**config.mk**
```make
export PLATFORM = sky130hd
export DESIGN_NAME = inst_decoder
export DESIGN_NICKNAME = d
export VERILOG_FILES = /design/src/issue_pkg.sv /design/src/inst_decoder.sv
export SDC_FILE = /design/constraint.sdc
export NUM_CORES = 1
export LEC_CHECK = 0
export BUFFER_PORTS_ARGS = -buffer_cell sky130_fd_sc_hd__buf_2
export CORE_MARGIN = 2
export CORE_UTILIZATION = 36
export DETAILED_ROUTE_END_ITERATION = 10
export PLACE_DENSITY = 0.76
export REMOVE_ABC_BUFFERS = 1
export SYNTH_ARGS = -nofsm -noshare
export SYNTH_HDL_FRONTEND = slang
export SYNTH_SLANG_ARGS = --single-unit
```
**constraint.sdc**
```tcl
create_clock -name vclk -period 3.03
set_input_delay 0.303 -clock vclk [all_inputs]
set_output_delay 0.303 -clock vclk [all_outputs]
set_load 0.01 [all_outputs]
```
**src/issue_pkg.sv**
```systemverilog
`default_nettype none

package issue_pkg;

	//////////////////////////////////////////////////
	// sizes and unit budgets
	//////////////////////////////////////////////////

	localparam int N_WAY = 3;
	localparam int XLEN = 32;
	localparam int N_PHY_REG = 64;
	localparam int TAG_BITS = $clog2(N_PHY_REG);
	localparam logic [TAG_BITS-1:0] ZERO_TAG = '0;

	// ranks run 0 to N_WAY, 0 marks an empty slot
	localparam int AGE_BITS = $clog2(N_WAY + 1);
	localparam int CNT_BITS = $clog2(N_WAY + 1);

	localparam int EX_ALU_UNITS = 2;
	localparam int EX_MULT_UNITS = 1;
	localparam int EX_LOAD_UNITS = 1;
	localparam int EX_STORE_UNITS = 1;
	localparam int EX_BRANCH_UNITS = 1;
	localparam int N_UNITS = 5;

	typedef logic [TAG_BITS-1:0] tag_t;
	typedef logic [XLEN-1:0] word_t;
	typedef logic [AGE_BITS-1:0] age_t;
	typedef logic [CNT_BITS-1:0] cnt_t;

	//////////////////////////////////////////////////
	// rv32 encodings
	//////////////////////////////////////////////////

	localparam logic [6:0] OP_LUI = 7'b0110111;
	localparam logic [6:0] OP_AUIPC = 7'b0010111;
	localparam logic [6:0] OP_JAL = 7'b1101111;
	localparam logic [6:0] OP_JALR = 7'b1100111;
	localparam logic [6:0] OP_BRANCH = 7'b1100011;
	localparam logic [6:0] OP_LOAD = 7'b0000011;
	localparam logic [6:0] OP_STORE = 7'b0100011;
	localparam logic [6:0] OP_IMM = 7'b0010011;
	localparam logic [6:0] OP_REG = 7'b0110011;
	localparam logic [6:0] OP_SYSTEM = 7'b1110011;

	localparam logic [6:0] F7_BASE = 7'b0000000;
	localparam logic [6:0] F7_ALT = 7'b0100000;
	localparam logic [6:0] F7_MULDIV = 7'b0000001;

	// alu group
	localparam logic [2:0] F3_ADD_SUB = 3'b000;
	localparam logic [2:0] F3_SLL = 3'b001;
	localparam logic [2:0] F3_SLT = 3'b010;
	localparam logic [2:0] F3_SLTU = 3'b011;
	localparam logic [2:0] F3_XOR = 3'b100;
	localparam logic [2:0] F3_SRL_SRA = 3'b101;
	localparam logic [2:0] F3_OR = 3'b110;
	localparam logic [2:0] F3_AND = 3'b111;

	// m extension, multiply half only
	localparam logic [2:0] F3_MUL = 3'b000;
	localparam logic [2:0] F3_MULH = 3'b001;
	localparam logic [2:0] F3_MULHSU = 3'b010;
	localparam logic [2:0] F3_MULHU = 3'b011;

	// branch conditions
	localparam logic [2:0] F3_BEQ = 3'b000;
	localparam logic [2:0] F3_BNE = 3'b001;
	localparam logic [2:0] F3_BLT = 3'b100;
	localparam logic [2:0] F3_BGE = 3'b101;
	localparam logic [2:0] F3_BLTU = 3'b110;
	localparam logic [2:0] F3_BGEU = 3'b111;

	// memory access widths
	localparam logic [2:0] F3_BYTE = 3'b000;
	localparam logic [2:0] F3_HALF = 3'b001;
	localparam logic [2:0] F3_WORD = 3'b010;
	localparam logic [2:0] F3_BYTE_U = 3'b100;
	localparam logic [2:0] F3_HALF_U = 3'b101;

	localparam logic [2:0] F3_CSRRW = 3'b001;
	localparam logic [2:0] F3_CSRRS = 3'b010;
	localparam logic [2:0] F3_CSRRC = 3'b011;
	localparam logic [31:0] WFI_INST = 32'h10500073;

	//////////////////////////////////////////////////
	// enums and packets
	//////////////////////////////////////////////////

	typedef enum logic [1:0] {OPA_IS_RS1, OPA_IS_PC, OPA_IS_ZERO} opa_sel_e;

	typedef enum logic [2:0] {
		OPB_IS_RS2, OPB_IS_I_IMM, OPB_IS_S_IMM, OPB_IS_B_IMM, OPB_IS_U_IMM, OPB_IS_J_IMM
	} opb_sel_e;

	typedef enum logic [3:0] {
		ALU_ADD, ALU_SUB, ALU_SLT, ALU_SLTU, ALU_AND, ALU_OR, ALU_XOR,
		ALU_SLL, ALU_SRL, ALU_SRA, ALU_MUL, ALU_MULH, ALU_MULHSU, ALU_MULHU
	} alu_func_e;

	typedef enum logic [2:0] {UNIT_ALU, UNIT_MULT, UNIT_LOAD, UNIT_STORE, UNIT_BRANCH} exec_unit_e;

	typedef struct packed {
		logic valid;
		logic [31:0] inst;
		word_t pc;
		tag_t src1_tag;
		tag_t src2_tag;
		tag_t dest_tag;
	} dispatch_t;

	typedef struct packed {
		opa_sel_e opa_sel;
		opb_sel_e opb_sel;
		alu_func_e alu_func;
		logic rd_mem;
		logic wr_mem;
		logic cond_branch;
		logic uncond_branch;
		logic csr_op;
		logic halt;
		logic illegal;
		logic dest_valid;
		exec_unit_e unit;
	} decode_t;

	typedef struct packed {
		logic valid;
		word_t pc;
		logic [31:0] inst;
		word_t rs1_value;
		word_t rs2_value;
		tag_t dest_tag;
		decode_t ctl;
	} ex_packet_t;

	typedef struct packed {
		logic en;
		tag_t tag;
		word_t data;
	} wb_t;

	typedef struct packed {
		logic busy;
		age_t age;
		ex_packet_t pkt;
	} held_entry_t;

endpackage

`default_nettype wire

```
**src/inst_decoder.sv**
```systemverilog
`timescale 1ns/1ps
`default_nettype none

module inst_decoder (
	input wire [31:0] instr,
	input wire valid,
	output issue_pkg::decode_t ctl
);

	// funct7, funct3 and opcode side by side for wildcard matching
	logic [16:0] key;

	assign key = {instr[31:25], instr[14:12], instr[6:0]};

	// shared alu map for op and op-imm, alt picks sub or sra
	function automatic issue_pkg::alu_func_e base_func(input logic [2:0] funct3, input logic alt);
		issue_pkg::alu_func_e func;
		case (funct3)
			issue_pkg::F3_ADD_SUB: func = alt ? issue_pkg::ALU_SUB : issue_pkg::ALU_ADD;
			issue_pkg::F3_SLL:     func = issue_pkg::ALU_SLL;
			issue_pkg::F3_SLT:     func = issue_pkg::ALU_SLT;
			issue_pkg::F3_SLTU:    func = issue_pkg::ALU_SLTU;
			issue_pkg::F3_XOR:     func = issue_pkg::ALU_XOR;
			issue_pkg::F3_SRL_SRA: func = alt ? issue_pkg::ALU_SRA : issue_pkg::ALU_SRL;
			issue_pkg::F3_OR:      func = issue_pkg::ALU_OR;
			default:               func = issue_pkg::ALU_AND;
		endcase
		return func;
	endfunction

	always_comb begin
		// noop defaults
		ctl = '0;
		ctl.opa_sel = issue_pkg::OPA_IS_RS1;
		ctl.opb_sel = issue_pkg::OPB_IS_RS2;
		ctl.alu_func = issue_pkg::ALU_ADD;
		ctl.unit = issue_pkg::UNIT_ALU;
		if (valid) begin
			casez (key)
				{7'b???????, 3'b???, issue_pkg::OP_LUI}: begin
					ctl.dest_valid = 1'b1;
					ctl.opa_sel = issue_pkg::OPA_IS_ZERO;
					ctl.opb_sel = issue_pkg::OPB_IS_U_IMM;
				end
				{7'b???????, 3'b???, issue_pkg::OP_AUIPC}: begin
					ctl.dest_valid = 1'b1;
					ctl.opa_sel = issue_pkg::OPA_IS_PC;
					ctl.opb_sel = issue_pkg::OPB_IS_U_IMM;
				end
				{7'b???????, 3'b???, issue_pkg::OP_JAL}: begin
					ctl.dest_valid = 1'b1;
					ctl.opa_sel = issue_pkg::OPA_IS_PC;
					ctl.opb_sel = issue_pkg::OPB_IS_J_IMM;
					ctl.uncond_branch = 1'b1;
				end
				{7'b???????, 3'b000, issue_pkg::OP_JALR}: begin
					ctl.dest_valid = 1'b1;
					ctl.opb_sel = issue_pkg::OPB_IS_I_IMM;
					ctl.uncond_branch = 1'b1;
				end
				{7'b???????, issue_pkg::F3_BEQ, issue_pkg::OP_BRANCH},
				{7'b???????, issue_pkg::F3_BNE, issue_pkg::OP_BRANCH},
				{7'b???????, issue_pkg::F3_BLT, issue_pkg::OP_BRANCH},
				{7'b???????, issue_pkg::F3_BGE, issue_pkg::OP_BRANCH},
				{7'b???????, issue_pkg::F3_BLTU, issue_pkg::OP_BRANCH},
				{7'b???????, issue_pkg::F3_BGEU, issue_pkg::OP_BRANCH}: begin
					ctl.opa_sel = issue_pkg::OPA_IS_PC;
					ctl.opb_sel = issue_pkg::OPB_IS_B_IMM;
					ctl.cond_branch = 1'b1;
					ctl.unit = issue_pkg::UNIT_BRANCH;
				end
				{7'b???????, issue_pkg::F3_BYTE, issue_pkg::OP_LOAD},
				{7'b???????, issue_pkg::F3_HALF, issue_pkg::OP_LOAD},
				{7'b???????, issue_pkg::F3_WORD, issue_pkg::OP_LOAD},
				{7'b???????, issue_pkg::F3_BYTE_U, issue_pkg::OP_LOAD},
				{7'b???????, issue_pkg::F3_HALF_U, issue_pkg::OP_LOAD}: begin
					ctl.dest_valid = 1'b1;
					ctl.opb_sel = issue_pkg::OPB_IS_I_IMM;
					ctl.rd_mem = 1'b1;
					ctl.unit = issue_pkg::UNIT_LOAD;
				end
				{7'b???????, issue_pkg::F3_BYTE, issue_pkg::OP_STORE},
				{7'b???????, issue_pkg::F3_HALF, issue_pkg::OP_STORE},
				{7'b???????, issue_pkg::F3_WORD, issue_pkg::OP_STORE}: begin
					ctl.opb_sel = issue_pkg::OPB_IS_S_IMM;
					ctl.wr_mem = 1'b1;
					ctl.unit = issue_pkg::UNIT_STORE;
				end
				// immediate forms, upper bits are part of the immediate
				{7'b???????, issue_pkg::F3_ADD_SUB, issue_pkg::OP_IMM},
				{7'b???????, issue_pkg::F3_SLT, issue_pkg::OP_IMM},
				{7'b???????, issue_pkg::F3_SLTU, issue_pkg::OP_IMM},
				{7'b???????, issue_pkg::F3_XOR, issue_pkg::OP_IMM},
				{7'b???????, issue_pkg::F3_OR, issue_pkg::OP_IMM},
				{7'b???????, issue_pkg::F3_AND, issue_pkg::OP_IMM},
				{issue_pkg::F7_BASE, issue_pkg::F3_SLL, issue_pkg::OP_IMM},
				{issue_pkg::F7_BASE, issue_pkg::F3_SRL_SRA, issue_pkg::OP_IMM},
				{issue_pkg::F7_ALT, issue_pkg::F3_SRL_SRA, issue_pkg::OP_IMM}: begin
					ctl.dest_valid = 1'b1;
					ctl.opb_sel = issue_pkg::OPB_IS_I_IMM;
					ctl.alu_func = base_func(instr[14:12],
						instr[30] && instr[14:12] == issue_pkg::F3_SRL_SRA);
				end
				{issue_pkg::F7_BASE, 3'b???, issue_pkg::OP_REG},
				{issue_pkg::F7_ALT, issue_pkg::F3_ADD_SUB, issue_pkg::OP_REG},
				{issue_pkg::F7_ALT, issue_pkg::F3_SRL_SRA, issue_pkg::OP_REG}: begin
					ctl.dest_valid = 1'b1;
					ctl.alu_func = base_func(instr[14:12], instr[30]);
				end
				{issue_pkg::F7_MULDIV, issue_pkg::F3_MUL, issue_pkg::OP_REG},
				{issue_pkg::F7_MULDIV, issue_pkg::F3_MULH, issue_pkg::OP_REG},
				{issue_pkg::F7_MULDIV, issue_pkg::F3_MULHSU, issue_pkg::OP_REG},
				{issue_pkg::F7_MULDIV, issue_pkg::F3_MULHU, issue_pkg::OP_REG}: begin
					ctl.dest_valid = 1'b1;
					ctl.unit = issue_pkg::UNIT_MULT;
					case (instr[13:12])
						2'b00:   ctl.alu_func = issue_pkg::ALU_MUL;
						2'b01:   ctl.alu_func = issue_pkg::ALU_MULH;
						2'b10:   ctl.alu_func = issue_pkg::ALU_MULHSU;
						default: ctl.alu_func = issue_pkg::ALU_MULHU;
					endcase
				end
				{7'b???????, issue_pkg::F3_CSRRW, issue_pkg::OP_SYSTEM},
				{7'b???????, issue_pkg::F3_CSRRS, issue_pkg::OP_SYSTEM},
				{7'b???????, issue_pkg::F3_CSRRC, issue_pkg::OP_SYSTEM}: begin
					ctl.csr_op = 1'b1;
				end
				{7'b???????, 3'b000, issue_pkg::OP_SYSTEM}: begin
					// only wfi is supported here, it stops the core
					if (instr == issue_pkg::WFI_INST)
						ctl.halt = 1'b1;
					else
						ctl.illegal = 1'b1;
				end
				default: ctl.illegal = 1'b1;
			endcase
		end
	end

endmodule

`default_nettype wire

```
# Yosys cells after proc, flatten, opt, wreduce, memory -nomap -nowiden
# Index checks and enable logic that the tools add are counted.
[totals]
output_inout_bits = 20
reg_bits = 0
inputBits = 33
[classes]
eq_ne = 47
n_mux = 22
n_reduce_logical = 16
[op_table]
columns = ["op", "count"]
rows = [
  ["$eq A10 B10 Y1 const B", 9],
  ["$eq A17 B11 Y1 const B", 4],
  ["$eq A10 B9 Y1 const B", 6],
  ["$pmux W4 S7", 2],
  ["$eq A17 B16 Y1 const B", 3],
  ["$eq A10 B8 Y1 const B", 4],
  ["$reduce_or A37 Y1", 1],
  ["$eq A32 B29 Y1 const B", 1],
  ["$eq A10 B7 Y1 const B", 3],
  ["$reduce_or A25 Y1", 1],
  ["$mux W20", 1],
  ["$eq A17 B10 Y1 const B", 1],
  ["$eq A17 B8 Y1 const B", 1],
  ["$pmux W3 S5", 1],
  ["$reduce_or A15 Y1", 1],
  ["$eq A14 B6 Y1 const B", 1],
  ["$mux W1", 13],
  ["$pmux W3 S4", 1],
  ["$pmux W4 S3", 1],
  ["$eq A10 B2 Y1 const B", 1],
  ["$eq A10 B5 Y1 const B", 1],
  ["$eq A10 B6 Y1 const B", 1],
  ["$eq A3 B3 Y1 const B", 3],
  ["$pmux W3 S3", 1],
  ["other kinds (19)", 23],
]

# Depth between registers and ports, before layout
# Gate-level depths: netlist of the first run.
[depth]
word_depth = 6
depth_mapped = 6

# Least setup slack after synthesis of the first run
# No wires, ideal clock.
[synth_path]
path_kind = "input to output"
from = "input port instr[4]"
to = "output port ctl[4] in the netlist's numbering"
t_arrival_ns = 1.518
path_buffers = 1
path_slack_ns = 1.209
required_ns = 2.727
stages = 6
path_cell_list = "buf_2 > nor2b_1 > nand4_1 > nor3_1 > or4_1 > nor4_2"
[synth_rtl]
columns = ["item", "line", "text"]
rows = [
  ["from (decl)", "inst_decoder.sv:5", "input wire [31:0] instr,"],
  ["to (decl)", "inst_decoder.sv:7", "output issue_pkg::decode_t ctl"],
]

==> impl_results.md, run 1 <==
- CP arrival: 1.83 ns
- Slew headroom: 0.591
- Post-CTS Hold Buffers: 0
- Starting Density: 0.375
- Ports: 53
- M3 GR Usage: 0.00397
- P&R area growth vs syn: 39.9%
- Mapped Cells: 100
- RSZ-0062 raised after global routing: no
- Worst-Margin Slew: 0.612 ns
- Max incr delay on CP: between 0.5 and 0.6 ns
- Max Clk Rate: about 0.47 GHz
- DR WL/cell: about 12 um
- Synth Cell Area: 633 um2
- Hold depth: 4
- Synth cell count leaders: nor2_1, nand2_1, nand3_1
- Synth warn: 0
- Synth top area cells: nor2_1, nand2_1, nand2b_1
- Register area: 0 um2
- Power Dens Cells: 82.4 nW/um2
- Die Span X: around 46 um
- Global-route wire length before repair: ~3100 um
- Seq/Total Area, Yosys: 0
- Max Cap Viol: 0
- Met2 Use GR: 0.342
- Detailed Place HPWL: around 1700 um
- Kind of end point of the critical path: primary output
- Req. time, crit path: about 2.7 ns
- HP Class: input pin to primary output
- Iteration-0 DRC Markers: 16
- Fin crit share: 0.704
- Unique masters post-synth: 40
- Die Height: around 46 um
- WHS Endpoint: ctl[19]
- Avg Cell Area, Syn: ~6.3 um2
- 1st-pass router iterations: 4
- Top-area cell type share of the netlist area: 0.0830
- Final min period: ~2.1 ns
- Total routed wirelength: between 1500 and 2000 um
- All-Layer GR Usage: 0.189
- Post-route ant nets: 0
- Placer congestion estimate: 0.795
- # fillers: around 180
- Peak VDD IR: roughly 0.041 mV
- Initial antenna violation count: 0
- Hold Path Origin: instr[5]
- Area of the core: ~1700 um2
- Vias per cell: roughly 5.5
- Cell Rows: 15
- Setup CP Type: input pin to primary output
- Seq Cell Count: 0
- Final setup TNS: 0 ns
- Status: completed
- Total grt overflow: 0
- Die Area: roughly 2100 um2
- Slew Limit Fails: 0
- Crit path from: instr[2]
- Top-count cell post-synth: nor2_1
- Antenna Cells: 0
- Vias in the first global route: between 700 and 800
- # setup viols final: 0
- Share of cells above drive strength 1: 0.442
- Leakage: between 0.4 and 0.5 nW
- GR Util met1: 0.258
- Pin count of the biggest net entering global routing: 16
- Crit Path Max Fanout: 5
- Startpoint Class: input pin
- Clkbuf count: 0
- Vias: 910
- PortBufs: 53
- Yosys top cell by area: nor2_1
- Slowest CP cell: a2111oi_1
- DRC viols: 0
- CP Cell Sequence: buf_2, and3b_4, nand2_1, a2111oi_1, nand2_1, nand2b_1, buf_2
- Post_cts resized: 0
- Top Usage Layer GRT: met2
- Postcts setup bufs: 0
- Number of nets in the layout: about 180
- Fin. Hold Viols: 0
- Hold slack final: 1.01 ns
-- kinds of logic (layout without fill, tap and decap cells) --
kind of cell / after synthesis / in the layout / share of synthesized area
compound gates: 23 / 23 / 0.281
xor+xnor: 1 / 1 / 0.0138
buf+inv: 10 / 57 / 0.0770
simple gates: 66 / 66 / 0.628
-- final cells by class --
cell class | count | area [um2] | share of cell area
well taps | 17 | 21.3 | 0.0240
inverters | 4 | 15.0 | 0.0169
multi-input cells | 90 | 584 | 0.660
repair buffers | 53 | 265 | 0.299
-- critical path: cells and delay by family --
kind	cells	cell delay [ns]
buf+inv	2	0.23
compound gates	1	0.57
simple gates	4	0.72
-- how the worst max path moves through the flow --
stage,endpoint,cells past startpoint
2_1_floorplan,ctl[12],5
3_3_place_gp,ctl[12],7
3_5_place_dp,ctl[16],7
4_1_cts,ctl[16],7
5_1_grt,ctl[16],7
6_report,ctl[16],7
-- power by group --
part	total (W)	internal, W	switching, W
sequential	0	0	0
clock	0	0	0
combinational	0.0000730	0.0000316	0.0000413
-- layer usage --
metal | vias to the layer above | part of all wire | wire (um)
li1 | 471 | - | -
met2 | 33 | 0.49 | 929
met3 | 0 | 0.074 | 141
met5 | - | 0 | 0
met1 | 406 | 0.44 | 844
met4 | 0 | 0 | 0
-- through the flow --
step,cell area [um2],power [W],utilization,setup WS (ns),cells
2_1_floorplan,599,0.0000312,-,1.26,94
3_3_place_gp,886,0.0000715,0.524,0.946,164
3_5_place_dp,886,0.0000726,0.524,0.910,164
4_1_cts,886,0.0000728,0.524,0.904,164
5_1_grt,886,0.0000806,0.524,0.746,164
6_report,886,0.0000730,0.524,0.897,164
-- placed cells by master (no fill, tap or decap), types with 2 or more instances in the layout --
cell	synthesis	final
inv_1	4	4
o21ai_0	2	2
a31oi_1	2	2
a21oi_1	3	3
nand4_1	4	4
nor2_1	14	14
o21ai_1	3	3
nand2_2	2	2
nor3_1	4	4
nor4_1	5	5
nand3_1	6	6
buf_2	3	53
a21o_1	2	2
and2_1	3	3
nand2b_1	5	5
o21a_1	3	3
nor2b_1	2	2
nand2_1	10	10
(Power assumes the default switching activity.)
==> run 2: changes to the inputs <==
Clock period 3.03 ns to 2 ns, I/O delays scaled along.
==> run 2 against run 1 <==
Critical path depth is the same. Setup slack lost 0.76 ns. Power grew 55%. Via count shrank 0.11%. Combinational power rose by 55%. Clock-buffer cell count unchanged. Final cell count did not move. Non-clock buffer count unchanged. Cell area is 1.8% higher.
==> impl_results.md, run 2 (synthesis gave the netlist of run 1 again) <==
- Seq Cell Count: 0
- Max Used Layer: met3
- Fin. Hold Viols: 0
- Slew headroom: 0.717
- Status: completed
- Hold depth: 4
- Starting Density: 0.375
- Slew Limit Fails: 0
- Cell Rows: 15
- Post-route ant nets: 0
- Worst-Margin Slew: 0.423 ns
- # setup viols final: 0
- Number of nets in the layout: 182
- 1st-pass router iterations: 5
- Antenna Cells: 0
- Die Area: approximately 2100 um2
- Share of cells above drive strength 1: 0.449
- Ports: 53
- Die Span X: between 40 and 50 um
- PortBufs: between 50 and 60
- Max Clk Rate: 0.536 GHz
- CP arrival: between 1.5 and 2 ns
- Iteration-0 DRC Markers: 15
- Clkbuf count: 0
- Startpoint Class: input pin
- Placer congestion estimate: approximately 0.8
- Setup CP Type: input pin to primary output
- Global-route wire length before repair: about 3100 um
- All-Layer GR Usage: 0.189
- Req. time, crit path: ~1.8 ns
- M1 WL: 886 um
- Postcts setup bufs: 0
- Area of the core: 1690 um2
- Vias per cell: between 5 and 6
- Total routed wirelength: ~1900 um
- Pin count of the biggest net entering global routing: 16
- Most frequent cells in the layout: buf_2, nor2_1, nand2_1
- Max Cap Viol: 0
- Inst Count DP: between 150 and 200
- Final setup TNS: 0 ns
- DRC viols: 0
- Initial antenna violation count: 0
- Final min period: around 1.9 ns
- Vias: 909
- Detailed Place HPWL: between 1500 and 2000 um
- RSZ-0062 raised after global routing: no
- Total grt overflow: 0
- Kind of end point of the critical path: primary output
- Post-Layout Cell Count: ~160
- P&R area growth vs syn: 42.5%
- Fin crit share: 0.933
- Peak VDD IR: between 0.06 and 0.07 mV
- Met3 wire length: between 100 and 150 um
- Register area: 0 um2
- Crit Path Max Fanout: 4
- Total power: between 0.0001 and 0.00015 W
- HP Class: input pin to primary output
- Die Height: around 46 um
- DR WL/cell: ~12 um
- Met2 WL: 940 um
- # fillers: ~180
- Power Dens Cells: about 130 nW/um2
- Leakage: between 0.4 and 0.5 nW
- Most common cell after layout, fill and taps aside: buf_2
- Vias in the first global route: ~760
-- run 2: cell counts in the layout (fill, tap and decap cells not counted) --
Identical to the previous run, type by type.
-- run 2: worst max-delay path, cell delays in order --
cell	delay (ns)
buf_2	0.11
nor4_4	0.36
nand2_1	0.14
nor4b_2	0.39
nand2_1	0.19
o22ai_1	0.14
buf_2	0.15
-- run 2: what timing repair did --
item	in CTS	in global routing
gates resized for setup	0	2
hold buffers	0	0
setup endpoints to repair	0	5
-- run 2: path summary, 6_finish.rpt --
kind                       to       from  slack [ns]
worst max-delay path  ctl[11]  instr[27]        0.13
worst min-delay path  ctl[19]   instr[5]        0.81
-- run 2: layer usage --
metal  GRT usage  vias up
met1       0.258      406
met3     0.00397        0
met4      0.0114        0
met2       0.342       33
met5           0        -
li1            -      470
-- run 2: area by class of cell --
type,instances,area (um2),area share
Timing Repair Buffer,53,265,0.294
Multi-Input combinational cell,90,601,0.666
Tap cell,17,21.3,0.0236
Inverter,4,15.0,0.0166
-- run 2: power by group --
part / leakage, nW / switching, W / total [W] / internal, W
Combinational: 0.437 / 0.0000649 / 0.000113 / 0.0000483
Sequential: 0 / 0 / 0 / 0
Clock: 0 / 0 / 0 / 0
-- run 2: through the flow --
stage | setup slack, ns | util | instance area [um2] | hold WS, ns
after floorplan | 0.434 | - | 599 | 0.454
after global placement | 0.122 | 0.524 | 886 | 0.803
after global routing | 0.0209 | 0.534 | 902 | 0.822
final | 0.133 | 0.534 | 902 | 0.805
after CTS | 0.0800 | 0.524 | 886 | 0.804
after detailed placement | 0.0857 | 0.524 | 886 | 0.804
