--- src/issue_pkg.sv ---
`default_nettype none

package issue_pkg;

	//////////////////////////////////////////////////
	// sizes and unit budgets
	//////////////////////////////////////////////////

	localparam int N_WAY = 3;
	localparam int XLEN = 32;
	localparam int N_PHY_REG = 64;
	localparam int TAG_BITS = $clog2(N_PHY_REG);
	localparam logic [TAG_BITS-1:0] ZERO_TAG = '0;

	// ranks run 0 to N_WAY, 0 marks an empty slot
	localparam int AGE_BITS = $clog2(N_WAY + 1);
	localparam int CNT_BITS = $clog2(N_WAY + 1);

	localparam int EX_ALU_UNITS = 2;
	localparam int EX_MULT_UNITS = 1;
	localparam int EX_LOAD_UNITS = 1;
	localparam int EX_STORE_UNITS = 1;
	localparam int EX_BRANCH_UNITS = 1;
	localparam int N_UNITS = 5;

	typedef logic [TAG_BITS-1:0] tag_t;
	typedef logic [XLEN-1:0] word_t;
	typedef logic [AGE_BITS-1:0] age_t;
	typedef logic [CNT_BITS-1:0] cnt_t;

	//////////////////////////////////////////////////
	// rv32 encodings
	//////////////////////////////////////////////////

	localparam logic [6:0] OP_LUI = 7'b0110111;
	localparam logic [6:0] OP_AUIPC = 7'b0010111;
	localparam logic [6:0] OP_JAL = 7'b1101111;
	localparam logic [6:0] OP_JALR = 7'b1100111;
	localparam logic [6:0] OP_BRANCH = 7'b1100011;
	localparam logic [6:0] OP_LOAD = 7'b0000011;
	localparam logic [6:0] OP_STORE = 7'b0100011;
	localparam logic [6:0] OP_IMM = 7'b0010011;
	localparam logic [6:0] OP_REG = 7'b0110011;
	localparam logic [6:0] OP_SYSTEM = 7'b1110011;

	localparam logic [6:0] F7_BASE = 7'b0000000;
	localparam logic [6:0] F7_ALT = 7'b0100000;
	localparam logic [6:0] F7_MULDIV = 7'b0000001;

	// alu group
	localparam logic [2:0] F3_ADD_SUB = 3'b000;
	localparam logic [2:0] F3_SLL = 3'b001;
	localparam logic [2:0] F3_SLT = 3'b010;
	localparam logic [2:0] F3_SLTU = 3'b011;
	localparam logic [2:0] F3_XOR = 3'b100;
	localparam logic [2:0] F3_SRL_SRA = 3'b101;
	localparam logic [2:0] F3_OR = 3'b110;
	localparam logic [2:0] F3_AND = 3'b111;

	// m extension, multiply half only
	localparam logic [2:0] F3_MUL = 3'b000;
	localparam logic [2:0] F3_MULH = 3'b001;
	localparam logic [2:0] F3_MULHSU = 3'b010;
	localparam logic [2:0] F3_MULHU = 3'b011;

	// branch conditions
	localparam logic [2:0] F3_BEQ = 3'b000;
	localparam logic [2:0] F3_BNE = 3'b001;
	localparam logic [2:0] F3_BLT = 3'b100;
	localparam logic [2:0] F3_BGE = 3'b101;
	localparam logic [2:0] F3_BLTU = 3'b110;
	localparam logic [2:0] F3_BGEU = 3'b111;

	// memory access widths
	localparam logic [2:0] F3_BYTE = 3'b000;
	localparam logic [2:0] F3_HALF = 3'b001;
	localparam logic [2:0] F3_WORD = 3'b010;
	localparam logic [2:0] F3_BYTE_U = 3'b100;
	localparam logic [2:0] F3_HALF_U = 3'b101;

	localparam logic [2:0] F3_CSRRW = 3'b001;
	localparam logic [2:0] F3_CSRRS = 3'b010;
	localparam logic [2:0] F3_CSRRC = 3'b011;
	localparam logic [31:0] WFI_INST = 32'h10500073;

	//////////////////////////////////////////////////
	// enums and packets
	//////////////////////////////////////////////////

	typedef enum logic [1:0] {OPA_IS_RS1, OPA_IS_PC, OPA_IS_ZERO} opa_sel_e;

	typedef enum logic [2:0] {
		OPB_IS_RS2, OPB_IS_I_IMM, OPB_IS_S_IMM, OPB_IS_B_IMM, OPB_IS_U_IMM, OPB_IS_J_IMM
	} opb_sel_e;

	typedef enum logic [3:0] {
		ALU_ADD, ALU_SUB, ALU_SLT, ALU_SLTU, ALU_AND, ALU_OR, ALU_XOR,
		ALU_SLL, ALU_SRL, ALU_SRA, ALU_MUL, ALU_MULH, ALU_MULHSU, ALU_MULHU
	} alu_func_e;

	typedef enum logic [2:0] {UNIT_ALU, UNIT_MULT, UNIT_LOAD, UNIT_STORE, UNIT_BRANCH} exec_unit_e;

	typedef struct packed {
		logic valid;
		logic [31:0] inst;
		word_t pc;
		tag_t src1_tag;
		tag_t src2_tag;
		tag_t dest_tag;
	} dispatch_t;

	typedef struct packed {
		opa_sel_e opa_sel;
		opb_sel_e opb_sel;
		alu_func_e alu_func;
		logic rd_mem;
		logic wr_mem;
		logic cond_branch;
		logic uncond_branch;
		logic csr_op;
		logic halt;
		logic illegal;
		logic dest_valid;
		exec_unit_e unit;
	} decode_t;

	typedef struct packed {
		logic valid;
		word_t pc;
		logic [31:0] inst;
		word_t rs1_value;
		word_t rs2_value;
		tag_t dest_tag;
		decode_t ctl;
	} ex_packet_t;

	typedef struct packed {
		logic en;
		tag_t tag;
		word_t data;
	} wb_t;

	typedef struct packed {
		logic busy;
		age_t age;
		ex_packet_t pkt;
	} held_entry_t;

endpackage

`default_nettype wire

--- src/ready_buffer.sv ---
`timescale 1ns/1ps
`default_nettype none

module ready_buffer (
	input wire clock,
	input wire reset,
	input wire [issue_pkg::N_WAY-1:0] held_taken,
	input wire [issue_pkg::N_WAY-1:0] fresh_defer,
	input wire issue_pkg::ex_packet_t [issue_pkg::N_WAY-1:0] fresh,
	output issue_pkg::held_entry_t [issue_pkg::N_WAY-1:0] held,
	output issue_pkg::cnt_t free_count
);

	issue_pkg::held_entry_t [issue_pkg::N_WAY-1:0] held_q;
	issue_pkg::held_entry_t [issue_pkg::N_WAY-1:0] held_next;
	logic [issue_pkg::N_WAY-1:0] survive;
	issue_pkg::cnt_t busy_count;

	assign survive = held_q_busy() & ~held_taken;

	function automatic logic [issue_pkg::N_WAY-1:0] held_q_busy();
		logic [issue_pkg::N_WAY-1:0] busy;
		for (int j = 0; j < issue_pkg::N_WAY; j++)
			busy[j] = held_q[j].busy;
		return busy;
	endfunction

	always_comb begin
		issue_pkg::age_t rank;
		issue_pkg::age_t next_age;
		logic placed;

		held_next = held_q;
		next_age = issue_pkg::age_t'(1);

		//////////////////////////////////////////////////
		// compact ages of the survivors
		//////////////////////////////////////////////////
		for (int j = 0; j < issue_pkg::N_WAY; j++) begin
			rank = issue_pkg::age_t'(1);
			for (int k = 0; k < issue_pkg::N_WAY; k++) begin
				if (survive[k] && held_q[k].age < held_q[j].age)
					rank = rank + 1'b1;
			end
			if (survive[j]) begin
				held_next[j].age = rank;
				next_age = next_age + 1'b1;
			end else begin
				held_next[j].busy = 1'b0;
				held_next[j].age = '0;
			end
		end

		//////////////////////////////////////////////////
		// deferred lanes into the lowest free slots
		//////////////////////////////////////////////////
		for (int i = 0; i < issue_pkg::N_WAY; i++) begin
			placed = !fresh_defer[i];
			for (int j = 0; j < issue_pkg::N_WAY; j++) begin
				if (!placed && !held_next[j].busy) begin
					held_next[j].busy = 1'b1;
					held_next[j].age = next_age;
					held_next[j].pkt = fresh[i];
					next_age = next_age + 1'b1;
					placed = 1'b1;
				end
			end
		end

		busy_count = '0;
		for (int j = 0; j < issue_pkg::N_WAY; j++)
			busy_count = busy_count + issue_pkg::cnt_t'(held_next[j].busy);
	end

	// credit for upstream, counted on the next state
	assign free_count = issue_pkg::cnt_t'(issue_pkg::N_WAY) - busy_count;
	assign held = held_q;

	always_ff @(posedge clock) begin
		if (reset) begin
			for (int j = 0; j < issue_pkg::N_WAY; j++) begin
				held_q[j].busy <= 1'b0;
				held_q[j].age <= '0;
			end
		end else begin
			held_q <= held_next;
		end
	end

endmodule

`default_nettype wire

--- config.mk ---
export PLATFORM = sky130hd
export DESIGN_NAME = ready_buffer
export DESIGN_NICKNAME = d
export VERILOG_FILES = /design/src/issue_pkg.sv /design/src/ready_buffer.sv
export SDC_FILE = /design/constraint.sdc
export NUM_CORES = 1
export LEC_CHECK = 0
export ABC_AREA = 1
export BUFFER_PORTS_ARGS = -buffer_cell sky130_fd_sc_hd__buf_2
export CAP_MARGIN = 20
export CORE_AREA = 2 2 371 373
export CTS_BUF_LIST = sky130_fd_sc_hd__clkbuf_8
export DETAILED_ROUTE_END_ITERATION = 10
export DIE_AREA = 0 0 373 375
export GPL_TIMING_DRIVEN = 1
export PLACE_DENSITY_LB_ADDON = 0.08
export RECOVER_POWER = 25
export SETUP_SLACK_MARGIN = 0.02
export SYNTH_ARGS = -nofsm -noshare
export SYNTH_HDL_FRONTEND = slang
export SYNTH_SLANG_ARGS = --single-unit
--- constraint.sdc ---
create_clock -name clock -period 26.3 [get_ports clock]
set_input_delay 2.63 -clock clock [delete_from_list [all_inputs] [get_ports clock]]
set_output_delay 2.63 -clock clock [all_outputs]
set_load 0.005 [all_outputs]
; ---- After elaboration in Yosys (flattened, before gate mapping)
; Cells that the tools add are included.
[op_classes]
n_reduce_logical = 42
magnitude_cmp = 9
muxes = 41
add_sub_neg = 19
bitwise = 3
[ops]
columns = op, n
row1 = 158-bit two-way mux, 9
row2 = 2-bit two-way mux, 23
row3 = "2-bit by 1-bit adder with 2-bit output, second input constant", 16
row4 = 1-bit logical AND, 18
row5 = 1-bit logical NOT, 18
row6 = 2-bit less-than comparator, 9
row7 = 1-bit two-way mux, 9
row8 = 3-bit nonzero test, 3
row9 = 2-bit AND reduction, 3
row10 = 3-bit AND, 1
row11 = 3-bit NOT, 1
row12 = 1-bit by 1-bit adder with 2-bit output, 1
row13 = 2-bit by 1-bit adder with 2-bit output, 1
row14 = "2-bit subtractor, first input constant", 1
row15 = 1-bit NOT, 1
[word_totals]
regBits = 474
elab_cells = 174

; ---- Depth between registers and ports, before layout
; Gate-level depths: netlist of the first run.
[depth]
word_depth = 26
mapped_depth = 24
ltp_nobuf = 24

; ---- Least setup slack after synthesis of the first run
; No wires, ideal clock.
[synth_path]
kind = input to register
start = input held_taken[0] (netlist bit)
end = register held_q (netlist bit held[316]) (enable)
t_arrival_ns = 12.028
path_slack_ns = 13.511
path_stages = 8
n_path_buf = 1
cell_sequence = nor2_4 nor2_1 nor2_1 inv_1 a21oi_1 nand2_1 clkbuf_1 a31oi_1
[synth_between]
elab_chain_len = 19
elab_cells_between_ends = 39
[synth_lines]
columns = element, line
row1 = "start, declared", ready_buffer.sv:7  ; input wire [issue_pkg::N_WAY-1:0] held_taken,
row2 = 3-bit NOT (*), ready_buffer.sv:19  ; assign survive = held_q_busy() & ~held_taken;
row3 = 3-bit AND (*), ready_buffer.sv:19
row4 = 1-bit two-way mux (*), ready_buffer.sv:45  ; if (survive[j]) begin
row5 = 1-bit logical NOT, ready_buffer.sv:60  ; if (!placed && !held_next[j].busy) begin
row6 = 1-bit logical AND, ready_buffer.sv:60
row7 = 158-bit two-way mux / 1-bit two-way mux (equally long branches), ready_buffer.sv:60
row8 = 1-bit logical NOT, ready_buffer.sv:60
row9 = 1-bit logical AND, ready_buffer.sv:60
row10 = [... 3 more ...], -
row11 = 1-bit two-way mux / 158-bit two-way mux (equally long branches), ready_buffer.sv:60
row12 = 1-bit logical NOT, ready_buffer.sv:60
row13 = 1-bit logical AND, ready_buffer.sv:60
row14 = 1-bit two-way mux / 158-bit two-way mux (equally long branches), ready_buffer.sv:60
row15 = 1-bit logical NOT, ready_buffer.sv:60
row16 = 1-bit logical AND, ready_buffer.sv:60
row17 = 3-bit nonzero test (no line) (*), -
row18 = 2-bit AND reduction (no line) (*), -
row19 = "end signal, assigned", ready_buffer.sv:86  ; held_q <= held_next;
row20 = "end, declared", ready_buffer.sv:14  ; issue_pkg::held_entry_t [issue_pkg::N_WAY-1:0] held_q;
; Every way passes the cells marked *; elsewhere a longest branch is shown, timed or not. The select of a mux whose other input is x is not followed.
; A chain may end at the register's enable or synchronous reset.

; ---- Worst setup path after layout of the first run
[layout_path]
start = input fresh_defer[0] (netlist bit)
end = output free_count[0]
[layout_between]
elab_chain_len = 16
elab_cells_between_ends = 40
[layout_lines]
columns = element, line
row1 = "start, declared", ready_buffer.sv:8  ; input wire [issue_pkg::N_WAY-1:0] fresh_defer,
row2 = 1-bit logical AND / 1-bit logical NOT (equally long branches), "ready_buffer.sv:60, ready_buffer.sv:58"
row3 = 158-bit two-way mux / 1-bit two-way mux (equally long branches), ready_buffer.sv:60
row4 = 1-bit logical NOT, ready_buffer.sv:60
row5 = 1-bit logical AND, ready_buffer.sv:60
row6 = 158-bit two-way mux / 1-bit two-way mux (equally long branches), ready_buffer.sv:60
row7 = 1-bit logical NOT, ready_buffer.sv:60
row8 = 1-bit logical AND, ready_buffer.sv:60
row9 = 1-bit two-way mux / 158-bit two-way mux (equally long branches), ready_buffer.sv:60
row10 = 1-bit logical NOT, ready_buffer.sv:60
row11 = 1-bit logical AND, ready_buffer.sv:60
row12 = 1-bit two-way mux / 158-bit two-way mux (equally long branches), ready_buffer.sv:60
row13 = 1-bit logical NOT, ready_buffer.sv:60
row14 = 1-bit logical AND, ready_buffer.sv:60
row15 = 158-bit two-way mux, ready_buffer.sv:60
row16 = 2-bit by 1-bit adder with 2-bit output (*), ready_buffer.sv:72  ; busy_count = busy_count + issue_pkg::cnt_t'(held_next[j].busy);
row17 = 2-bit subtractor (*), ready_buffer.sv:76  ; assign free_count = issue_pkg::cnt_t'(issue_pkg::N_WAY) - busy_count;
row18 = "end, declared", ready_buffer.sv:11  ; output issue_pkg::cnt_t free_count
; Marks and branches as above.

==> results of run 1 <==
## cells by family after synthesis
family / Yosys count / synth area share [%]
simple gates: 591 / 10.66
buf+inv: 504 / 8.366
compound gates: 492 / 18.49
flops: 474 / 61.85
fa+ha+maj: 11 / 0.6347
## power groups by stage
| stage | registers, µW | logic, µW | clock network (µW) |
|---|---|---|---|
| 2_1_floorplan | 946 | 138 | 0 |
| 3_3_place_gp | 927 | 335 | 0 |
| 3_5_place_dp | 926 | 336 | 0 |
| 4_1_cts | 911 | 336 | 805 |
| 5_1_grt | 916 | 352 | 832 |
| 6_report | 912 | 323 | 770 |
## synthesized netlist by cell type (all sizes together)
| master | count | share of area (%) |
|---|---|---|
| nor2 | 20 | 0.48 |
| dfxtp | 9 | 0.79 |
| a211oi | 1 | 0.033 |
| o21ai | 7 | 0.15 |
| clkinv | 1 | 0.016 |
| a21oi | 10 | 0.24 |
| o211ai | 2 | 0.066 |
| o221ai | 465 | 18 |
| clkbuf | 131 | 2.2 |
| inv | 349 | 5.8 |
| buf | 23 | 0.45 |
| nand4 | 4 | 0.11 |
| a31oi | 5 | 0.14 |
| o22ai | 1 | 0.027 |
| nor3 | 1 | 0.022 |
| fa | 1 | 0.088 |
| o21a | 1 | 0.033 |
| nor4 | 1 | 0.027 |
| nand3 | 35 | 1.0 |
| edfxtp | 465 | 61 |
| nand2 | 530 | 9.0 |
| ha | 10 | 0.55 |
## layout make-up
type,count,area [µm²]
diodes,21,52.55
multi-input cells,1094,6904
clock inverters,78,431.7
fillers,15000,105100
flip-flops and latches,474,14140
inverters,350,1330
repair buffers,978,4666
well taps,1794,2245
clock buffers,101,1390
## how the worst max path moves through the flow
stage                         startpoint             to  slack, ns  depth (start not counted)
after floorplan            held_taken[0]      held[316]      13.51                          8
after global placement    fresh_defer[0]  free_count[0]      18.98                          8
after detailed placement  fresh_defer[0]  free_count[0]      18.95                          8
after CTS                 fresh_defer[0]  free_count[0]      18.94                          8
after global routing      fresh_defer[0]  free_count[0]      18.67                          8
final                     fresh_defer[0]  free_count[0]      18.86                          8
## metal layers
layer  wire, µm  share of wire [%]
met1      50950                 39
met2      66230                 50
met3      10340                7.9
met4       3590                2.7
met5        307               0.23
## tightest hold or removal path, stage by stage (launching register included)
cell	delay, ns
sky130_fd_sc_hd__dfxtp_1	0.34
sky130_fd_sc_hd__nand2_2	0.19
sky130_fd_sc_hd__nor2_1	0.07
sky130_fd_sc_hd__nor2_1	0.11
sky130_fd_sc_hd__a31oi_1	0.09
## metrics by stage
stage          total power [µW]  hold WS [ns]  cell area [µm²]
2_1_floorplan              1083        0.7081            22870
6_report                   2005        0.8422            31160
3_5_place_dp               1262        0.8672            29620
4_1_cts                    2053        0.8463            31440
5_1_grt                    2100        0.8892            31150
3_3_place_gp               1262        0.8705            29620
## cell usage in the layout (no fill, tap or decap), types with 3 or more instances in the layout
| master | count |
|---|---|
| sky130_fd_sc_hd__a31oi_4 | 3 |
| sky130_fd_sc_hd__a21oi_1 | 9 |
| sky130_fd_sc_hd__nand2_4 | 6 |
| sky130_fd_sc_hd__nand2_1 | 512 |
| sky130_fd_sc_hd__inv_6 | 4 |
| sky130_fd_sc_hd__nor2_1 | 15 |
| sky130_fd_sc_hd__buf_4 | 28 |
| sky130_fd_sc_hd__inv_1 | 378 |
| sky130_fd_sc_hd__o221ai_1 | 465 |
| sky130_fd_sc_hd__ha_1 | 10 |
| sky130_fd_sc_hd__inv_2 | 7 |
| sky130_fd_sc_hd__nand3_1 | 25 |
| sky130_fd_sc_hd__nor2_4 | 3 |
| sky130_fd_sc_hd__nand4_1 | 4 |
| sky130_fd_sc_hd__buf_2 | 685 |
| sky130_fd_sc_hd__edfxtp_1 | 465 |
| sky130_fd_sc_hd__dfxtp_1 | 9 |
| sky130_fd_sc_hd__nand2_2 | 10 |
| sky130_fd_sc_hd__clkinv_2 | 3 |
| sky130_fd_sc_hd__o21ai_0 | 6 |
| sky130_fd_sc_hd__diode_2 | 21 |
| sky130_fd_sc_hd__clkinv_1 | 25 |
| sky130_fd_sc_hd__nand3_2 | 8 |
| sky130_fd_sc_hd__inv_12 | 4 |
| sky130_fd_sc_hd__clkbuf_8 | 101 |
| sky130_fd_sc_hd__clkbuf_1 | 263 |
==> results.txt, run 1 <==
The run finished, with violations left. The checks that failed: max-capacitance violations, max-slew violations. Of the available clock period, the critical path in the final layout requires 28.29%. Clock tree synthesis inserted a total of 100 buffers. STA classifies the critical path endpoint as a primary output.

The detailed-route wire length is 131.4 mm. The remaining number of nets flagged by the antenna check after routing is 0. The number of buffers inserted for hold repair after clock tree synthesis came out at 0. The total routing usage reported by global routing came out at 17.93%. The switching share of power is 31.28%.

The quantity of gates resized following cts is 0. The routability-driven placement congestion ratio is 0.8650. The path with the worst hold slack has its endpoint at held[155]. The number of DRC violations after detailed-routing iteration 0 is 1692.

The internal reg-to-reg setup slack is 20.69 ns. The number of global-route vias before repair is 22310. The worst pin sits at a relative slew slack of -111.3%. In this run the critical register-to-register path is launched from held[157]. The clock network is responsible for 38.4% of the overall power. The combined buffer and inverter count along the critical path is 2. The path class of the tightest hold or removal check is reg2reg. In this run the most critical hold path is launched from held[157]. The standard cell core area is 136300 µm².

In this design, the largest share of critical-path delay is due to simple AND/OR/NAND/NOR gates. The top-level port count is 949. The routed via count divided by cell count came out at 4.455. The share of the core filled with cells came out at 22.86%. Setup total negative slack on the finished layout was measured at 0 ns. The cell-internal power came out at 1378 µW.

The global routing's busiest layer is met2. The worst IR drop on VDD came out at 0.00003168 V. The H-tree depth reported by CTS came out at 3. Walking the worst path, the cells encountered are clkbuf_1 > nor2_1 > nand2_1 > nand2_1 > nor2_1 > nor4_1 > fa_1 > buf_2. The critical path's slowest cell is sky130_fd_sc_hd__fa_1.

The post-route non-filler standard cell count came out at 4890. TritonCTS built the clock tree. The number of nets handed over by synthesis was 2556. In this run the deepest clock path goes through 3 buffers. The final critical delay including setup and external delays came out at 7.440 ns.

The combinational share of power is 16.1%. The initial antenna violation count is 63. The total net switching power came out at 627.0 µW.

The clock root buffer is sky130_fd_sc_hd__clkbuf_8. The share of the Yosys chip area taken by registers is 61.85%. Setup repair after global routing left no endpoint under its margin. The setup fix buffers added after clock tree synthesis came out at 0. The detailed placement HPWL came out at 87.69 mm. The endpoint of the lowest-slack register-to-register path is held[41]. The floorplan step defined a die boundary enclosing 139900 µm². The setup slack at placement is 18.95 ns.

The wire length of the first global-routing pass came out at 179.7 mm. For met3 alone, demand over resource in global routing was 5.604%. The die width came out at 373 µm.

In this run the power density over the cells is 64.33 nW/µm². Across the run, the number of max-cap violations was 1. The number of failing setup endpoints in the final timing report is 0.

Global routing used 20.44% of the available met1 tracks. For the worst setup path, the data required time is 23.67 ns. The number of flip-flops in the largest register is 474. The synthesized area is 22870 µm². The clock insertion delay at the later pin of the skew report came out at 0.81 ns. After the last flow step, the layout net total stands at 3482.

The cell count after synthesis came out at 2072. Entering global routing, the biggest net connects 111 pins. The number of sinks driven by the clock tree came out at 474. The transition at the pin with the smallest max-transition slack is 3.151 ns. Of the cells placed in the final design, the portion with a size suffix greater than 1 is 28.55%.

The final-report max-slew violation count is 55. Measured in cells, the most critical reg-to-reg path has a length of 8. Based on the critical path, the design can be clocked at up to 134.4 MHz. The critical path class is in2out.

The critical path's largest stage delay is 0.52 ns. Before antenna repair, the detailed router went through 5 iterations. Global routing consumed, on the met2 layer, 31.54% of the routing resources.

The count of port buffers added during placement is 948. The final number of hold-violating endpoints is 0. The number of instances in the placed design came out at 4690. The endpoint arrival time on the critical path is 4.81 ns. The total number of vias is 21780. The static power due to leakage is 0.01268 µW. Per report_power, the sequential group accounts for 45.5% of the total. In the final routed layout, each cell accounts on average for 26.88 µm. The number of synthesis warnings came out at 0. The startpoint type of the worst setup path is an input pin.

The die height is 375 µm. The residual overflow from global routing is 0. The distinct cell type count of the synthesized netlist is 34.

The final worst-path setup slack is 18.86 ns. The initialized floorplan defines 136 standard-cell rows. Clock-pin slew was measured on the worst setup and hold paths at 0.06 ns. The area growth from synthesis to final layout came out at 36.27%. The number of stages on the worst hold path came out at 4. Between clock sinks in the finished design, the worst skew comes to 0.05576 ns.

The mean instance size in the synthesized netlist came out at 11.04 µm². The effective utilization at floorplan is 16.78%. The largest fanout on the critical path is 4. The total of flip-flops plus latches after synthesis came out at 474.

In the routed design, unresolved DRC markers number 0.
(Power assumes the default switching activity.)
==> run 2: changes to the inputs <==
- clock period: 26.3 -> 7.75 ns (I/O delays scaled with it)
==> results.txt, run 2 (synthesized netlist as in run 1, its figures left out) <==
The total net switching power is 2078 µW. The routability-driven placement congestion ratio came out at 0.8467. The routed via count divided by cell count came out at 4.502. For this run, the number of standard cells in the final layout without fillers is 4870. The final number of hold-violating endpoints came out at 0. The internal reg-to-reg setup slack came out at 3.93 ns. TritonCTS built the clock tree. The final design area excluding fillers came out at 31070 µm². The number of flip-flops in the largest register came out at 474. In this run the critical register-to-register path is launched from held[157]. In this run the critical register-to-register path is captured at held[389].

The layer flagged by global routing as most heavily used is met2. The number of stages on the worst hold path is 3. The total number of vias came out at 21930.

The H-tree depth reported by CTS came out at 3. The share of power burned in the clock network came out at 37.6%. The number of failing setup endpoints in the final timing report is 0. The worst slew margin relative to its limit is 30.74%. The die is 373 µm wide. The top-level port count is 949. The remaining number of nets flagged by the antenna check after routing is 0. The final-report max-slew violation count was 0.

The total routing usage reported by global routing is 17.76%. The largest fanout on the critical path came out at 6. The combinational share of power is 16.2%. Timing analysis after detailed placement gives a worst setup slack of 3.734 ns.

The cell-internal power came out at 4639 µW. The flow ran to the end, and the final reports show no timing, DRC or antenna violations. The critical path is of the reg2out type.

Clock-pin slew was measured on the worst setup and hold paths at 0.06 ns. The die height came out at 375 µm. The final-layout setup total negative slack came out at 0 ns. The critical hold path startpoint is fresh[352]. The startpoint type of the worst setup path is a register. The cell family contributing the most delay on the critical path is simple AND/OR/NAND/NOR gates.

The root buffer cell chosen for the clock tree is sky130_fd_sc_hd__clkbuf_8. Gates resized during post-CTS repair numbered 0. The met3 demand-to-capacity share in global routing is 4.815%.

The number of sinks driven by the clock tree is 474. At the worst endpoint, the required time is 6.97 ns. The max-capacitance violation count came out at 0. For the pin with the worst max-slew slack, the measured transition is 1.039 ns. The library cell used most frequently in the layout, excluding fill and tap cells, is sky130_fd_sc_hd__buf_2.

The setup fix buffers added after clock tree synthesis came out at 0. The number of global-route vias before repair came out at 22370. For this design the ratio of total power to cell area is 216.2 nW/µm². The initialized floorplan defines 136 standard-cell rows. The count of port buffers added during placement is 948.

The area growth from synthesis to layout is 35.89%. The number of buffers inserted for hold repair after clock tree synthesis came out at 0. The wire length of the first global-routing pass came out at 178.0 mm. The critical path goes through inv_1 > nor2_1 > nor2_1 > nor2_1 > inv_1 > a21oi_1 > nor4_1 > fa_1 > buf_2. The portion of total power attributed to sequential cells came out at 46.1%. The area taken by flip-flops and latches is 14140 µm². The placed instances occupy a cell area of 29670 µm². The number of instances in the placed design is 4687. The maximum clock skew at final layout is 0.04812 ns. The min-delay analysis places its worst path in the category in2reg. The largest net degree at the start of global routing is 113. The standard cell core area came out at 136300 µm². The worst hold path terminates at held[42].

The maximum count of clock buffers along a single path came out at 3. Global routing consumed, on the met2 layer, 32.08% of the routing resources. The detailed placement HPWL came out at 87.07 mm.

The fill cell total of the finished layout came out at 14970. The fraction of final layout cells with drive strength greater than 1 came out at 27.39%. The number of DRC violations after detailed-routing iteration 0 is 1434. The slowest stage of the critical path belongs to the cell sky130_fd_sc_hd__fa_1. The worst setup path is captured at a primary output. The worst IR drop on VDD came out at 0.0001049 V.

The post-detailed-route wirelength per cell came out at 26.72 µm. The critical path's largest stage delay came out at 0.58 ns. The detailed-route wire length came out at 130.1 mm. The post-route DRC violation count came out at 0. The die covers 139900 µm². The area taken by multi-input logic gates is 6897 µm².

In the layout the commonest cells are sky130_fd_sc_hd__buf_2, sky130_fd_sc_hd__nand2_1, sky130_fd_sc_hd__o221ai_1, sky130_fd_sc_hd__edfxtp_1, sky130_fd_sc_hd__inv_1. STA puts the critical path data arrival time at 3.51 ns. The switching share of power is 30.94%.

The final critical delay including setup and external delays came out at 4.288 ns. After global routing the overflow that remains totals 0. The static power due to leakage is 0.01255 µW. The cell that appears most often on the critical path is sky130_fd_sc_hd__nor2_1.

The highest clock rate is 233.2 MHz. The effective utilization at floorplan is 16.78%. The clock insertion delay at the later pin of the skew report is 0.81 ns.

The number of gates on the worst path with buffers counted came out at 9. The number of cells on the worst reg-to-reg path is 9. The fraction of the cycle the final worst path needs is 55.33%. TritonCTS created 99 clock buffers. In the global route stage, met1 resource usage came out at 20.00%. The final worst-path setup slack came out at 3.462 ns.

The initial antenna violation count is 58. Together, buffers and inverters on the worst path number 3. The number of search-and-repair iterations in the first detailed-routing pass came out at 7. The final layout net count came out at 3478. Setup repair after global routing left no endpoint under its margin.
run 2: power groups by stage:
| stage | combinational [µW] | clock (µW) | sequential, µW |
|---|---|---|---|
| detailed placement | 1140 | 0 | 3150 |
| floorplan | 469 | 0 | 3180 |
| global route | 1190 | 2730 | 3110 |
| CTS | 1140 | 2640 | 3100 |
| global placement | 1130 | 0 | 3150 |
| finish | 1090 | 2530 | 3100 |
run 2: per-stage QoR:
stage	total power (µW)	util, %	hold slack (ns)
6_report	6717	22.80	0.2847
5_1_grt	7026	22.80	0.2125
4_1_cts	6884	23.05	0.1440
3_5_place_dp	4286	21.77	0.8876
3_3_place_gp	4282	21.77	0.8838
2_1_floorplan	3652	-	0.7081
run 2: worst min-delay path, cell delays in order:
cell	delay, ns
sky130_fd_sc_hd__buf_2	0.10
sky130_fd_sc_hd__nand2_1	0.05
sky130_fd_sc_hd__o221ai_1	0.06
run 2: worst max path at each step:
stage | start | to | slack [ns]
floorplan | held_taken[0] | held[316] | 0.63
global route | held[157] | free_count[1] | 3.04
CTS | held[157] | free_count[1] | 3.48
global placement | held_taken[0] | held[60] | 3.77
detailed placement | held_taken[0] | held[73] | 3.73
finish | held[157] | free_count[1] | 3.46
run 2: area by class of cell:
type | count | area share (%)
sequential | 474 | 45.51
multi-input combinational | 1094 | 22.19
timing repair buffer | 975 | 15.05
tap | 1794 | 7.223
clock buffer | 99 | 4.385
inverter | 350 | 4.292
clock inverter | 68 | 1.216
antenna | 16 | 0.1288
run 2: metal layers:
layer,vias up,part of all wire (%)
li1,9641,-
met2,1025,52
met4,40,3.2
met1,10970,38
met5,-,0.20
met3,249,7.1
